### config.mk
export PLATFORM = sky130hd
export DESIGN_NAME = spi_gpu_top
export DESIGN_NICKNAME = d
export VERILOG_FILES = /design/src/common/gpu_spi_pkg.sv /design/src/common/spi_phase_if.sv /design/src/rtl/spi_gpu_top.sv /design/src/rtl/status_ctrl.sv /design/src/rtl/pixel_writer.sv /design/src/rtl/palette/palette_port.sv /design/src/rtl/spi_link.sv /design/src/rtl/nibble_ser.sv /design/src/rtl/nibble_deser.sv
export SDC_FILE = /design/constraint.sdc
export NUM_CORES = 1
export LEC_CHECK = 0
export BUFFER_PORTS_ARGS = -buffer_cell sky130_fd_sc_hd__buf_4
export CORE_ASPECT_RATIO = 1.25
export CORE_MARGIN = 2
export CORE_UTILIZATION = 60
export DETAILED_ROUTE_END_ITERATION = 6
export GPL_TIMING_DRIVEN = 0
export PLACE_DENSITY = 0.81
export SLEW_MARGIN = 10
export SYNTH_ARGS = -nofsm -noshare
export SYNTH_HDL_FRONTEND = slang
export SYNTH_SLANG_ARGS = --single-unit
### constraint.sdc
create_clock -name sclk -period 6.9 [get_ports sclk]
set_input_delay 0.69 -clock sclk [delete_from_list [all_inputs] [get_ports sclk]]
set_output_delay 0.69 -clock sclk [all_outputs]
set_load 0.005 [all_outputs]
### src/common/gpu_spi_pkg.sv
package gpu_spi_pkg;

    localparam int NIBBLE_W = 4; // bits moved per sclk on the quad bus

    // bit 7 marks a receive phase, bit 6 a transmit phase
    typedef enum logic [7:0] {
        CMD_DISABLE_OUTPUT = 8'b0000_0000,
        CMD_ENABLE_OUTPUT  = 8'b0000_0001,
        CMD_READ_STATUS0   = 8'b0100_0000,
        CMD_PAL_GET        = 8'b0100_0011,
        CMD_FB_WRITE       = 8'b1000_0010, // address, then pixels until cs rises
        CMD_PAL_SET        = 8'b1000_0011
    } command_t;

    typedef logic [23:0] color_t;
    typedef logic [7:0]  pixel_t;
    typedef logic [16:0] rgb_addr_t;
    typedef logic [7:0]  pal_addr_t;
    typedef logic [23:0] rgb_addr_wire_t; // three bytes on the wire, low 17 bits used
    typedef logic [7:0]  status_t;

    localparam logic [4:0] STATUS_TAG = 5'b10110;

    localparam int PAL_ENTRIES = 256;
    localparam int PAL_NIBBLES = PAL_ENTRIES * $bits(color_t) / NIBBLE_W;

    typedef enum logic [2:0] {
        IDLE,
        COMMAND,
        RECEIVE,
        DUMMY,
        TRANSMIT,
        DONE
    } link_state_t;

    // one bit per handler, all zero for an unknown command
    typedef struct packed {
        logic pixel;
        logic pal_set;
        logic pal_get;
        logic status;
        logic enable_out;
        logic disable_out;
    } handler_sel_t;

endpackage
### src/common/spi_phase_if.sv
interface spi_phase_if;
    import gpu_spi_pkg::*;

    handler_sel_t        sel;       // held from decode until cs rises
    logic                cmd_done;  // pulse after the second command nibble
    logic [NIBBLE_W-1:0] rx_nibble;
    logic                rx_valid;
    logic                wr_prep;   // first dummy cycle
    logic                wr_shift;
    logic [NIBBLE_W-1:0] pal_tx;
    logic [NIBBLE_W-1:0] stat_tx;

    modport link (
        output sel, cmd_done, rx_nibble, rx_valid, wr_prep, wr_shift,
        input  pal_tx, stat_tx
    );

    modport palette (
        input  sel, rx_nibble, rx_valid, wr_prep, wr_shift,
        output pal_tx
    );

    modport pixel (
        input sel, rx_nibble, rx_valid
    );

    modport status (
        input  sel, cmd_done, wr_prep, wr_shift,
        output stat_tx
    );

endinterface

### src/rtl/spi_gpu_top.sv
module spi_gpu_top #(
    parameter int FRAME_PIXELS = 76800,
    parameter int DUMMY_CYCLES = 2
) (
    input  logic                   sclk,
    input  logic                   rst,
    input  logic                   cs,        // high means deselected
    input  logic [3:0]             data_in,
    output logic [3:0]             data_out,
    output logic                   data_oe,   // drives the external tristate
    output gpu_spi_pkg::rgb_addr_t rgb_addr,
    output gpu_spi_pkg::pixel_t    rgb_data,
    output logic                   rgb_wren,
    output gpu_spi_pkg::pal_addr_t pal_addr,
    output gpu_spi_pkg::color_t    pal_wdata,
    output logic                   pal_wren,
    input  gpu_spi_pkg::color_t    pal_rdata,
    input  logic                   hblank,
    input  logic                   vblank
);

    spi_phase_if bus ();

    spi_link #(
        .DUMMY_CYCLES(DUMMY_CYCLES)
    ) u_link (
        .sclk     (sclk),
        .rst      (rst),
        .cs       (cs),
        .data_in  (data_in),
        .data_out (data_out),
        .data_oe  (data_oe),
        .bus      (bus.link)
    );

    palette_port u_palette (
        .sclk      (sclk),
        .rst       (rst),
        .bus       (bus.palette),
        .pal_addr  (pal_addr),
        .pal_wdata (pal_wdata),
        .pal_wren  (pal_wren),
        .pal_rdata (pal_rdata)
    );

    pixel_writer #(
        .FRAME_PIXELS(FRAME_PIXELS)
    ) u_pixel (
        .sclk     (sclk),
        .rst      (rst),
        .bus      (bus.pixel),
        .rgb_addr (rgb_addr),
        .rgb_data (rgb_data),
        .rgb_wren (rgb_wren)
    );

    status_ctrl u_status (
        .sclk   (sclk),
        .rst    (rst),
        .bus    (bus.status),
        .hblank (hblank),
        .vblank (vblank)
    );

endmodule

### src/rtl/status_ctrl.sv
module status_ctrl (
    input  logic        sclk,
    input  logic        rst,
    spi_phase_if.status bus,
    input  logic        hblank,
    input  logic        vblank
);
    import gpu_spi_pkg::*;

    logic    output_enabled;
    status_t status_word;
    logic    stat_load;
    logic    stat_shift;

    assign status_word = {STATUS_TAG, hblank, vblank, output_enabled};
    assign stat_load   = bus.wr_prep & bus.sel.status;  // snapshot before transmit
    assign stat_shift  = bus.wr_shift & bus.sel.status;

    // survives cs, only rst clears it
    always_ff @(posedge sclk)
    begin
        if (rst)
        begin
            output_enabled <= 1'b0;
        end
        else if (bus.cmd_done)
        begin
            if (bus.sel.enable_out)
                output_enabled <= 1'b1;
            else if (bus.sel.disable_out)
                output_enabled <= 1'b0;
        end
    end

    nibble_ser #(
        .payload_t(status_t)
    ) u_ser (
        .sclk   (sclk),
        .rst    (rst),
        .load   (stat_load),
        .word   (status_word),
        .shift  (stat_shift),
        .nibble (bus.stat_tx)
    );

endmodule

### src/rtl/pixel_writer.sv
module pixel_writer #(
    parameter int FRAME_PIXELS = 76800
) (
    input  logic                   sclk,
    input  logic                   rst,
    spi_phase_if.pixel             bus,
    output gpu_spi_pkg::rgb_addr_t rgb_addr,
    output gpu_spi_pkg::pixel_t    rgb_data,
    output logic                   rgb_wren
);
    import gpu_spi_pkg::*;

    logic           addr_done;  // start address received
    logic           clear;
    logic           addr_valid;
    logic           pix_valid;
    rgb_addr_wire_t addr_word;
    logic           addr_full;
    pixel_t         pix_word;
    logic           pix_full;

    assign clear      = ~bus.sel.pixel;
    assign addr_valid = bus.rx_valid & bus.sel.pixel & ~addr_done;
    assign pix_valid  = bus.rx_valid & bus.sel.pixel & addr_done;

    nibble_deser #(
        .payload_t(rgb_addr_wire_t)
    ) u_addr_deser (
        .sclk   (sclk),
        .rst    (rst),
        .clear  (clear),
        .nibble (bus.rx_nibble),
        .valid  (addr_valid),
        .word   (addr_word),
        .full   (addr_full)
    );

    nibble_deser #(
        .payload_t(pixel_t)
    ) u_pix_deser (
        .sclk   (sclk),
        .rst    (rst),
        .clear  (clear),
        .nibble (bus.rx_nibble),
        .valid  (pix_valid),
        .word   (pix_word),
        .full   (pix_full)
    );

    always_ff @(posedge sclk)
    begin
        if (rst)
        begin
            addr_done <= 1'b0;
            rgb_wren  <= 1'b0;
        end
        else
        begin
            rgb_wren <= pix_full;
            if (clear)
                addr_done <= 1'b0;
            else if (addr_full)
                addr_done <= 1'b1;
        end
    end

    always_ff @(posedge sclk)
    begin
        if (addr_full)
            rgb_addr <= rgb_addr_t'(addr_word); // upper wire bits ignored
        else if (rgb_wren)
            rgb_addr <= (rgb_addr == rgb_addr_t'(FRAME_PIXELS - 1)) ? '0 : rgb_addr + 1'b1;
        if (pix_full)
            rgb_data <= pix_word;
    end

endmodule

### src/rtl/palette/palette_port.sv
module palette_port (
    input  logic                   sclk,
    input  logic                   rst,
    spi_phase_if.palette           bus,
    output gpu_spi_pkg::pal_addr_t pal_addr,
    output gpu_spi_pkg::color_t    pal_wdata,
    output logic                   pal_wren,
    input  gpu_spi_pkg::color_t    pal_rdata
);
    import gpu_spi_pkg::*;

    localparam int COLOR_NIBBLES = $bits(color_t) / NIBBLE_W;
    localparam int NIB_W         = $clog2(COLOR_NIBBLES);

    pal_addr_t        wr_idx;
    pal_addr_t        rd_idx;   // index of the next colour to load
    color_t           set_word;
    logic             set_full;
    logic             set_valid;
    logic             set_clear;
    logic             get_load;
    logic             get_shift;
    logic [NIB_W-1:0] nib_cnt;  // position inside the colour being sent

    assign set_valid = bus.rx_valid & bus.sel.pal_set;
    assign set_clear = ~bus.sel.pal_set;

    nibble_deser #(
        .payload_t(color_t)
    ) u_deser (
        .sclk   (sclk),
        .rst    (rst),
        .clear  (set_clear),
        .nibble (bus.rx_nibble),
        .valid  (set_valid),
        .word   (set_word),
        .full   (set_full)
    );

    // colour 0 loads on wr_prep, each next one as the last nibble shifts out
    assign get_shift = bus.wr_shift & bus.sel.pal_get;
    assign get_load  = bus.sel.pal_get
                     & (bus.wr_prep | (bus.wr_shift & (nib_cnt == NIB_W'(COLOR_NIBBLES - 1))));

    nibble_ser #(
        .payload_t(color_t)
    ) u_ser (
        .sclk   (sclk),
        .rst    (rst),
        .load   (get_load),
        .word   (pal_rdata),
        .shift  (get_shift),
        .nibble (bus.pal_tx)
    );

    // read index idles at 0 so colour 0 is already out of the RAM at wr_prep
    assign pal_addr = pal_wren ? wr_idx : rd_idx;

    always_ff @(posedge sclk)
    begin
        if (rst)
        begin
            pal_wren <= 1'b0;
            wr_idx   <= '0;
            rd_idx   <= '0;
            nib_cnt  <= '0;
        end
        else
        begin
            pal_wren <= set_full;
            if (!bus.sel.pal_set)
                wr_idx <= '0;
            else if (pal_wren)
                wr_idx <= wr_idx + 1'b1; // step after each write, wraps after 255
            if (!bus.sel.pal_get)
            begin
                rd_idx  <= '0;
                nib_cnt <= '0;
            end
            else
            begin
                if (get_load)
                    rd_idx <= rd_idx + 1'b1; // fetch ahead
                if (get_shift)
                    nib_cnt <= (nib_cnt == NIB_W'(COLOR_NIBBLES - 1)) ? '0 : nib_cnt + 1'b1;
            end
        end
    end

    always_ff @(posedge sclk)
    begin
        if (set_full)
            pal_wdata <= set_word;
    end

endmodule

### src/rtl/spi_link.sv
module spi_link #(
    parameter int DUMMY_CYCLES = 2
) (
    input  logic       sclk,
    input  logic       rst,
    input  logic       cs,
    input  logic [3:0] data_in,
    output logic [3:0] data_out,
    output logic       data_oe,
    spi_phase_if.link  bus
);
    import gpu_spi_pkg::*;

    localparam int STATUS_NIBBLES = $bits(status_t) / NIBBLE_W;
    localparam int CNT_W          = $clog2(PAL_NIBBLES + DUMMY_CYCLES);

    link_state_t      state;
    link_state_t      state_next;
    logic [CNT_W-1:0] cnt;      // cycles spent in the current state
    logic [3:0]       cmd_hi;   // first command nibble
    command_t         cmd_byte;
    handler_sel_t     sel_d;
    logic             has_rx;
    logic             has_tx;
    logic             sel_tx;   // latched command has a transmit phase
    logic [CNT_W-1:0] tx_last;

    assign cmd_byte = command_t'({cmd_hi, data_in});

    always_comb
    begin
        sel_d = '0;
        case (cmd_byte)
            CMD_FB_WRITE:       sel_d.pixel       = 1'b1;
            CMD_PAL_SET:        sel_d.pal_set     = 1'b1;
            CMD_PAL_GET:        sel_d.pal_get     = 1'b1;
            CMD_READ_STATUS0:   sel_d.status      = 1'b1;
            CMD_ENABLE_OUTPUT:  sel_d.enable_out  = 1'b1;
            CMD_DISABLE_OUTPUT: sel_d.disable_out = 1'b1;
            default:            ;                       // unknown, no handler
        endcase
    end

    assign has_rx  = (|sel_d) & cmd_byte[7];
    assign has_tx  = (|sel_d) & cmd_byte[6];
    assign sel_tx  = bus.sel.pal_get | bus.sel.status;
    assign tx_last = bus.sel.pal_get ? CNT_W'(PAL_NIBBLES - 1) : CNT_W'(STATUS_NIBBLES - 1);

    // the state runs one cycle ahead of the pins in transmit, because data_out
    // is registered, so the last dummy cycle on the pins is already TRANSMIT here
    always_comb
    begin
        state_next = state;
        if (cs)
            state_next = IDLE;
        else
            case (state)
                IDLE:     state_next = COMMAND;
                COMMAND:  state_next = has_rx ? RECEIVE : (has_tx ? DUMMY : DONE);
                RECEIVE:
                begin
                    if (bus.sel.pal_set && cnt == CNT_W'(PAL_NIBBLES - 1))
                        state_next = sel_tx ? DUMMY : DONE; // pixel write runs until cs
                end
                DUMMY:    if (cnt == CNT_W'(DUMMY_CYCLES - 2)) state_next = TRANSMIT;
                TRANSMIT: if (cnt == tx_last) state_next = DONE;
                default:  state_next = DONE;
            endcase
    end

    always_ff @(posedge sclk)
    begin
        if (rst)
        begin
            state        <= IDLE;
            cnt          <= '0;
            bus.sel      <= '0;
            bus.cmd_done <= 1'b0;
            bus.wr_prep  <= 1'b0;
            data_oe      <= 1'b0;
        end
        else
        begin
            state        <= state_next;
            cnt          <= (state_next == state) ? cnt + 1'b1 : '0;
            bus.cmd_done <= (state == COMMAND) && !cs;
            bus.wr_prep  <= (state_next == DUMMY) && (state != DUMMY);
            data_oe      <= (state == TRANSMIT) && !cs;
            if (cs)
                bus.sel <= '0;
            else if (state == COMMAND)
                bus.sel <= sel_d;
        end
    end

    always_ff @(posedge sclk)
    begin
        if (state == IDLE)
            cmd_hi <= data_in;
        if (state == TRANSMIT)
            data_out <= bus.sel.pal_get ? bus.pal_tx : bus.stat_tx;
    end

    assign bus.rx_nibble = data_in;
    assign bus.rx_valid  = (state == RECEIVE) && !cs;
    assign bus.wr_shift  = (state == TRANSMIT);

endmodule

### src/rtl/nibble_ser.sv
module nibble_ser #(
    parameter type payload_t = logic [7:0]
) (
    input  logic       sclk,
    input  logic       rst,
    input  logic       load,
    input  payload_t   word,
    input  logic       shift,
    output logic [3:0] nibble
);
    import gpu_spi_pkg::*;

    localparam int W = $bits(payload_t);

    logic [W-1:0] sh;

    // front nibble is always the top one
    assign nibble = sh[W-1 -: NIBBLE_W];

    always_ff @(posedge sclk)
    begin
        if (rst)
        begin
            sh <= '0;
        end
        else if (load)
        begin
            sh <= word; // a load wins over a shift on the same edge
        end
        else if (shift)
        begin
            sh <= sh << NIBBLE_W;
        end
    end

endmodule

### src/rtl/nibble_deser.sv
module nibble_deser #(
    parameter type payload_t = logic [7:0]
) (
    input  logic       sclk,
    input  logic       rst,
    input  logic       clear,
    input  logic [3:0] nibble,
    input  logic       valid,
    output payload_t   word,
    output logic       full
);
    import gpu_spi_pkg::*;

    localparam int W     = $bits(payload_t);
    localparam int N     = W / NIBBLE_W;
    localparam int SH_W  = W - NIBBLE_W;
    localparam int CNT_W = $clog2(N);

    logic [SH_W-1:0]  sh;  // nibbles collected so far, oldest on top
    logic [CNT_W-1:0] cnt;

    // the completing nibble goes straight into word, so full and word line up
    assign word = payload_t'({sh, nibble});
    assign full = valid & (cnt == CNT_W'(N - 1));

    always_ff @(posedge sclk)
    begin
        if (rst || clear)
            cnt <= '0;
        else if (valid)
            cnt <= full ? '0 : cnt + 1'b1;
    end

    always_ff @(posedge sclk)
    begin
        if (valid)
            sh <= SH_W'({sh, nibble}); // drop the oldest nibble
    end

endmodule

**Yosys cells after proc, flatten, opt, wreduce, memory -nomap -nowiden**

Index checks and enable logic that the tools add are counted.

- Register bits: 178
- Input port bits: 33
- Output and inout port bits: 64
- Logic and storage cells: 132

- $add $sub $neg: 8
- Equality and inequality tests: 18
- Muxes and demuxes: 30
- Bitwise logic cells: 21
- Reduce and logical (&&, ||, !) cells: 23

Operator list:

| kind | count |
|---|---|
| $mux W17 | 3 |
| $mux W24 | 2 |
| $mux W3 | 10 |
| $mux W8 | 3 |
| $add A17 B1 Y17 const B | 1 |
| $eq A17 B17 Y1 const B | 1 |
| $add A8 B1 Y8 const B | 2 |
| $eq A8 B7 Y1 const B | 2 |
| $eq A8 B8 Y1 const B | 2 |
| $pmux W3 S5 | 1 |
| $and A1 B1 Y1 | 14 |
| $eq A3 B3 Y1 const B | 4 |
| $reduce_or A2 Y1 | 6 |
| $add A11 B1 Y11 const B | 1 |
| $eq A11 B11 Y1 | 1 |
| $eq A11 B11 Y1 const B | 1 |
| $logic_not A11 Y1 | 1 |
| $mux W11 | 1 |
| $add A3 B1 Y3 const B | 3 |
| $eq A3 B2 Y1 const B | 3 |
| $mux W1 | 9 |
| $eq A8 B1 Y1 const B | 1 |
| $logic_not A8 Y1 | 1 |
| $reduce_bool A2 Y1 | 4 |
| 13 further kinds | 23 |

**Depth between registers and ports, before layout**

Gate-level depths: netlist (run 1).

- Depth in word-level cells: 11
- Depth in mapped cells: 11

**Modules after synthesis**

From an unflattened synthesis (run 1), not the netlist that was laid out.

- Cell total of the unflattened synthesis: 673
- Area, all modules: 8,165.3 sq um

By module, submodules not included:

| module | instances | cells each | area each (sq um) | sequential area each (sq um) |
|---|---|---|---|---|
| palette_port | 1 | 130 | 1,691.6 | 1,121.1 |
| spi_link | 1 | 166 | 1,685.4 | 700.7 |
| nibble_deser (u_palette.u_deser ...) | 2 | 40 | 792.0 | 660.6 |
| pixel_writer | 1 | 126 | 1,413.9 | 790.8 |
| nibble_ser (u_palette.u_ser) | 1 | 111 | 1,152.4 | 480.5 |
| nibble_ser (u_status.u_ser) | 1 | 40 | 379.1 | 160.2 |
| nibble_deser (u_pixel.u_pix_deser) | 1 | 12 | 196.4 | 140.1 |
| status_ctrl | 1 | 8 | 62.6 | 20.0 |

**Worst setup path after synthesis (run 1)**

No wires, ideal clock.

- Path kind: input to register
- From: input port cs
- To: register u_palette.pal_wdata[0] (enable)
- Library setup time: 0.405 ns
- Arrival time: 2.311 ns
- Path slack: 4.184 ns
- Stages on the path: 3
- Cells stage by stage: nor4b_2 -> nand2_1 -> nor2_1

- Cells in the longest elaborated chain, start to end: 4

Ends and longest elaborated chain:

| element | line | source |
|---|---|---|
| start, declared | spi_gpu_top.sv:7 | `input logic cs,` |
| $logic_not A1 Y1 | spi_link.sv:105 | `assign bus.rx_valid = (state == RECEIVE) && !cs;` |
| $logic_and A1 B1 Y1 | spi_link.sv:105 |  |
| $and A1 B1 Y1 | palette_port.sv:25 | `assign set_valid = bus.rx_valid & bus.sel.pal_set;` |
| $and A1 B1 Y1 | nibble_deser.sv:24 | `assign full = valid & (cnt == CNT_W'(N - 1));` |
| net u_palette.set_full | palette_port.sv:18 | `logic set_full;` |
| end signal, assigned | palette_port.sv:93 | `pal_wdata <= set_word;` |
| end, declared | palette_port.sv:6 | `output gpu_spi_pkg::color_t pal_wdata,` |

The timed path passes the listed nets, and every way through them passes these cells.
A chain may end at the register's enable or synchronous reset.

**Worst setup path after layout (run 1)**

- From: register u_link.state[1]
- To: register u_pixel.rgb_addr[1] (data pin)

- Cells in the longest elaborated chain, start to end: 6

Ends and longest elaborated chain:

| element | line | source |
|---|---|---|
| start, declared | spi_link.sv:17 | `link_state_t state;` |
| start signal, assigned | spi_link.sv:84 | `state <= state_next;` |
| $eq A3 B2 Y1 | spi_link.sv:105 |  |
| $logic_and A1 B1 Y1 | spi_link.sv:105 |  |
| $and A1 B1 Y1 (2 in a row) | pixel_writer.sv:23 | `assign addr_valid = bus.rx_valid & bus.sel.pixel & ~addr_done;` |
| $and A1 B1 Y1 | nibble_deser.sv:24 |  |
| $mux W17 | pixel_writer.sv:69 | `if (addr_full)` |
| end signal, assigned | pixel_writer.sv:70 | `rgb_addr <= rgb_addr_t'(addr_word);` |
| end signal, assigned | pixel_writer.sv:72 | `rgb_addr <= (rgb_addr == rgb_addr_t'(FRAME_PIXELS - 1)) ? '0 : rgb_addr + 1'b1;` |
| end, declared | pixel_writer.sv:7 | `output gpu_spi_pkg::rgb_addr_t rgb_addr,` |

No other way between the ends.

==> results of run 1 <==
## placed cells by master (no fill, tap or decap), types with 4 or more instances in the layout
master and instances:
clkinv_4 4, a222oi_1 19, mux2_2 12, xor2_1 25, and2_1 7, xnor2_1 14, nand2_1 50, edfxtp_1 94
nor2_1 68, nand4_1 13, clkbuf_16 17, nor4b_1 4, clkbuf_1 16, and4_1 5, buf_1 4, inv_8 5
buf_2 6, nand3_1 17, buf_4 97, o31ai_1 5, nand3b_1 5, inv_1 11, dfxtp_1 84, nand2b_1 4
and3_1 8, nor4_1 4, ha_1 9, or2_2 5, a21oi_1 23, nor2b_1 6, inv_6 4, nor3_1 22
o21ai_0 18, or3_1 4
## state kept, by name, summed over array words and instances (netlist names), 6 cells and up
name / count
u_pixel.u_addr_deser.sh: 13
u_palette.u_ser.sh: 24
u_pixel.rgb_addr: 17
u_palette.pal_wdata: 24
u_link.cnt: 11
u_palette.rd_idx: 8
u_status.u_ser.sh: 7
u_link.bus.sel: 6
u_palette.u_deser.sh: 20
u_palette.wr_idx: 8
u_pixel.rgb_data: 8
## final cells by class
type                    instances  area share, %
multi-input cells             389           28.6
repair buffers                 97           8.49
inverters                      13          0.563
plain buffers                  30           1.62
clock inverters                15           1.59
clock buffers                  17           4.91
well taps                     161           2.32
flip-flops and latches        178           52.0
## through the flow
stage                     worst slack [ns]  cell area [um^2]  util (%)
after floorplan                       4.18              7170         -
after global placement                3.37              8090      69.6
after detailed placement              3.99              8110      69.8
after CTS                             4.28              8670      74.6
after global routing                  4.05              8670      74.6
final                                 4.25              8670      74.6
## path summary, 6_finish.rpt
kind	end	slack (ns)	cells after the start
worst min register to register	u_palette.pal_wdata[20]	0.43	0
worst max register to register	u_pixel.rgb_addr[1]	4.25	6
worst min-delay path	u_palette.pal_wdata[20]	0.43	0
worst max-delay path	u_pixel.rgb_addr[1]	4.25	6
## worst max-delay path, cell delays in order (launching register included)
cell,delay [ns]
dfxtp_1,0.34
buf_2,0.20
nor4b_2,0.50
nand3b_1,0.30
nor2_1,0.43
clkbuf_1,0.42
o21ai_0,0.18
## per-layer routing
layer	part of all wire, %	GRT usage (%)
met2	52	42.1
met4	2.5	9.94
met1	39	27.3
met3	5.9	6.38
met5	0	0
## kinds of logic after synthesis
logic type,share of synthesized area (%)
AO/OA/AOI/OAI,8.66
adder cells (fa/ha/maj),1.57
flip-flops,62.9
XOR/XNOR,4.77
AND/OR/NAND/NOR,17.2
buffers and inverters,2.64
multiplexers,2.30
## power groups by stage
stage / clock [mW] / combinational, mW / sequential (mW)
2_1_floorplan: 0 / 0.0250 / 1.14
3_3_place_gp: 0 / 0.0495 / 1.14
3_5_place_dp: 0 / 0.0512 / 1.14
4_1_cts: 0.921 / 0.0518 / 1.11
5_1_grt: 0.963 / 0.0570 / 1.11
6_report: 0.911 / 0.0522 / 1.11
==> summary.md, run 1 <==
| Metric | Value |
|---|---|
| Status | finished with violations |
| Failing checks | DRC |
| Most frequent cell after synthesis | edfxtp_1 |
| Chip height | 126 um |
| Worst-Skew Late Latency | between 0.4 and 0.5 ns |
| Htree depth | 4 |
| Cell area after synthesis | 7170 um^2 |
| Overall die width | between 100 and 150 um |
| Initial Util | 61.7% |
| Worst hold-check path type | reg -> reg |
| Post-synthesis sequential area ratio | a little over three fifths |
| Total Power | between 2 and 2.5 mW |
| Max-slew headroom | between 40% and 50% |
| Inst Count DP | 868 |
| Critical Path Start | u_link.state[1] |
| Fillers | between 700 and 800 |
| Cell Pwr Density | around 240 nW/um^2 |
| Post-route ant nets | 0 |
| CTS tree | built |
| Post-route clock period utilization | 38.3% |
| IO buf count | 96 |
| Synth top area share | between 30% and 40% |
| Post-synth EDFFs | between 90 and 100 |
| Synth Area per Inst | 11.7 um^2 |
| Worst flop-to-flop path startpoint | u_link.state[1] |
| Post-route DRC | 2 |
| Vias/cell | a little under 6 |
| WP data required | roughly 7.1 ns |
| Startpoint types | flip-flop |
| RSZ-0062 raised after global routing | false |
| Area grow syn2layout | 21.0% |
| Die area | about 13000 um^2 |
| CP Class | reg -> reg |
| Routed len/inst | about 16 um |
| Diode count | 0 |
| Post-Synthesis Cells | between 600 and 700 |
| I/O Pins | 97 |
| Switch share | 22.4% |
| First-pass GRT wire length | 24200 um |
| Logic pwr share | ~2.5% |
| Fmax | 378 MHz |
| Clock power frac | a little over two fifths |
| Setup-failing EPs final | 0 |
| Final nets | roughly 770 |
| Dpl hpwl | between 10000 and 15000 um |
| Row cnt | 44 |
| Drt first-iter violations | 388 |
| Detailed Routing Iterations Pass 1 | 7 |
| Sw Pwr | approximately 0.46 mW |
| Internal | between 1.5 and 2 mW |
| Vias in the first global route | around 5200 |
| Layout cells sized above 1 | approximately 22% |
| Reg clk slew, reported paths | around 0.070 ns |
| Hold Startpoint | u_palette.u_deser.sh[16] |
| Post-CTS Setup Inserts | 0 |
| Final hold violation count | 0 |
| Total Wirelength | about 15000 um |
| Post-synthesis cell type count | 62 |
| Crit. End Element | flip-flop |
| Antenna violations before repair | 0 |
| Syn nets | 652 |
| Ys async rst share | 0% |
| Yosys top cell by area | edfxtp_1 |
| Total global-route track usage | between 20% and 30% |
| Register area | roughly 4500 um^2 |
| Flop pwr share | 53.6% |
| Max-cap violations | 0 |
| Minimum clock period | approximately 2.6 ns |
| Lkg Pwr | 3.02 nW |
| Clock buffer depth | 2 |
| Core Box Area | approximately 12000 um^2 |
| Slew Limit Fails | 0 |
| Worst-case clock skew | 0.00932 ns |
| Final std cells w/o fill | 900 |
| Post-CTS Hold Buffers | 0 |
| Worst IR Drop VDD | ~0.19 mV |
| Post_cts resized | 0 |
| Fin Hold WS | 0.431 ns |
| Arrival @ worst endpoint | ~2.8 ns |
| Yosys warning count | 0 |
| TritonCTS Buffers | 17 |
| Top cells by area, synth | edfxtp_1 39%, dfxtp_1 23%, nor2_1 3.6% |
| Crit path max fanout | 10 |
| Yosys reg bits | between 150 and 200 |
| Worst-margin pin slew | about 0.84 ns |
| Most instantiated cells after synthesis | 94 x edfxtp_1, 84 x dfxtp_1, 69 x nor2_1 |
| Maximum number of pins on one net before global-route repair | 22 |
| Clock root buffer | clkbuf_16 |
| GRT overflow | 0 |
| Vias | roughly 5200 |
| Gpl congestion | approximately 0.88 |
| TNS Setup | 0 ns |
| Synth Flop Type | edfxtp_1 |
| Area of the multi-input gates | approximately 2500 um^2 |
| CTS Sinks | 178 |
Power figures use the tool's default switching activity.
==> run 2, diff against run 1 <==
Settings changed: CORE_UTILIZATION 60 to 57, PLACE_DENSITY 0.81 to 0.77.
Clock period 6.9 ns to 2.5 ns, I/O delays scaled along.
==> summary.md, run 2 (synthesis results as in run 1) <==
| Metric | Value |
|---|---|
| Status | finished with violations |
| Failing checks | DRC |
| Reg clk slew, reported paths | 0.07 ns (about the same) |
| Htree depth | 4 (unchanged) |
| Fin Hold WS | 0.0575 ns (-0.373 ns) |
| Layout cells sized above 1 | 22.9% (+0.71 points) |
| Worst-margin pin slew | 0.873 ns (+0.0310 ns) |
| Final std cells w/o fill | 902 (+0.22%) |
| CTS Sinks | 178 (unchanged) |
| Commonest non-fill, non-tap cell in the layout | buf_4 |
| Startpoint types | flip-flop |
| Max-slew headroom | 41.7% (-2.1 points) |
| Clock power frac | 44.8% (+0.9 points) |
| Top flop regs | u_palette.pal_wdata: 24 flops, u_palette.u_ser.sh: 24 flops, u_palette.u_deser.sh: 20 flops |
| Vias | 5226 (+0.40%) |
| Arrival @ worst endpoint | 2.45 ns (-0.34 ns) |
| Setup-failing EPs final | 0 (unchanged) |
| Inst Count DP | 870 (+0.23%) |
| Drt first-iter violations | 386 (-0.52%) |
| Diode count | 0 (unchanged) |
| Vias in the first global route | 5088 (-2.7%) |
| Worst R2R Setup Slack | 0.14 ns (-4.11 ns) |
| Cell Pwr Density | 668 nW/um^2 (+180%) |
| Core Box Area | 12200 um^2 (+5.2%) |
| Crit path max fanout | 17 (+7) |
| Area grow syn2layout | 21.7% |
| IO buf count | 96 (unchanged) |
| Clock root buffer | clkbuf_16 |
| Routed len/inst | 16.6 um (+0.45%) |
| Post-route ant nets | 0 (unchanged) |
| Worst-Skew Late Latency | 0.44 ns (+0.02 ns) |
| Initial Util | 58.6% (-3.0 points) |
| Switch share | 23.2% (+0.77 points) |
| Post-route clock period utilization | 94.4% (+56 points) |
| First-pass GRT wire length | 24000 um (-1.0%) |
| RSZ-0062 raised after global routing | false |
| Slew Limit Fails | 0 (unchanged) |
| Minimum clock period | 2.36 ns (-0.287 ns) |
| Internal | 4.48 mW (+180%) |
| Final hold violation count | 0 (unchanged) |
| Gpl congestion | 0.880 (-0.31%) |
| Fillers | 859 (+16%) |
| Lkg Pwr | 3.04 nW (+0.63%) |
| Antenna violations before repair | 0 (unchanged) |
| Most frequent cells in the layout | 97 x buf_4, 94 x edfxtp_1, 84 x dfxtp_1 |
| Worst IR Drop VDD | 0.488 mV (+160%) |
| WP data required | 2.59 ns (-4.46 ns) |
| Total Wirelength | 14900 um (+0.67%) |
| Crit. End Element | flip-flop |
| Final nets | 767 (-0.13%) |
| Maximum number of pins on one net before global-route repair | 25 (+14%) |
| Fmax | 424 MHz (+12%) |
| Vias/cell | 5.79 (+0.18%) |
| Chip height | 129 um (+2.5%) |
| Total global-route track usage | 22.3% (-1.7 points) |
| Logic pwr share | 2.5% (about the same) |
| Overall die width | 104 um (+2.5%) |
| TritonCTS Buffers | 17 (unchanged) |
| I/O Pins | 97 (unchanged) |
| Row cnt | 45 (+2.3%) |
| Detailed Routing Iterations Pass 1 | 7 (unchanged) |
| Sw Pwr | 1.35 mW (+190%) |
| Clock buffer depth | 2 (unchanged) |
| Post-route DRC | 4 (+2) |
| Worst hold-check path type | in -> reg |
| Max-cap violations | 0 (unchanged) |
| Die area | 13500 um^2 (+5.1%) |
| Dpl hpwl | 10400 um (+0.33%) |
| Worst-case clock skew | 0.0110 ns (+0.00163 ns) |
| CP Class | reg -> reg |
| CTS tree | built |
| GRT overflow | 0 (unchanged) |
| Post-CTS Hold Buffers | 0 (unchanged) |
| Flop pwr share | 52.7% (-0.9 points) |
run 2: what timing repair did:
item | 4_1_cts | 5_1_grt
buffers inserted | 0 | 0
gates resized for setup | 3 | 5
endpoints found under the setup margin | 59 | 43
run 2: per-layer routing:
metal / GRT usage (%) / share of wire, % / up-vias
met5: 0 / 0 / -
li1: - / - / 2497
met4: 10.9 / 2.8 / 0
met2: 39.4 / 52 / 158
met3: 4.48 / 3.9 / 36
met1: 26.1 / 41 / 2535
run 2: power by group through the flow:
stage          Sequential, mW  Combinational (mW)  Clock [mW]
2_1_floorplan            3.13              0.0690           0
3_3_place_gp             3.14               0.138           0
3_5_place_dp             3.14               0.141           0
4_1_cts                  3.07               0.144        2.65
5_1_grt                  3.07               0.158        2.75
6_report                 3.07               0.145        2.61
run 2: critical path, cell delays in order, from the launching register on:
cell	delay, ns
dfxtp_1	0.32
clkbuf_2	0.19
nor4b_4	0.45
nand3b_1	0.29
nor2_2	0.33
or2_2	0.44
run 2: final timing paths:
kind	from	to	cells after the start
hold / removal	pal_rdata[0]	u_palette.u_ser.sh[0]	3
setup / recovery	u_link.state[0]	u_pixel.rgb_addr[1]	5
hold reg to reg	u_palette.u_deser.sh[17]	u_palette.pal_wdata[21]	0
setup reg to reg	u_link.state[0]	u_pixel.rgb_addr[1]	5
run 2: final cells by class:
type                    instances  area [um^2]  area share (%)
well taps                     164          205            2.35
multi-input cells             389         2500            28.7
repair buffers                 96          721            8.27
clock inverters                15          169            1.94
flip-flops and latches        178         4500            51.7
inverters                      13         48.8           0.560
plain buffers                  30          143            1.64
clock buffers                  17          425            4.88
run 2: stage by stage:
stage | instance area (um^2) | worst slack (ns) | utilization, % | power (mW) | TNS (ns)
after floorplan | 7170 | 0.370 | - | 3.20 | 0
after global placement | 8090 | -0.163 | 66.2 | 3.27 | -4.06
after detailed placement | 8090 | -0.209 | 66.2 | 3.28 | -5.91
after CTS | 8700 | 0.0166 | 71.2 | 5.86 | 0
after global routing | 8720 | 0.00917 | 71.4 | 5.98 | 0
final | 8720 | 0.141 | 71.4 | 5.83 | 0
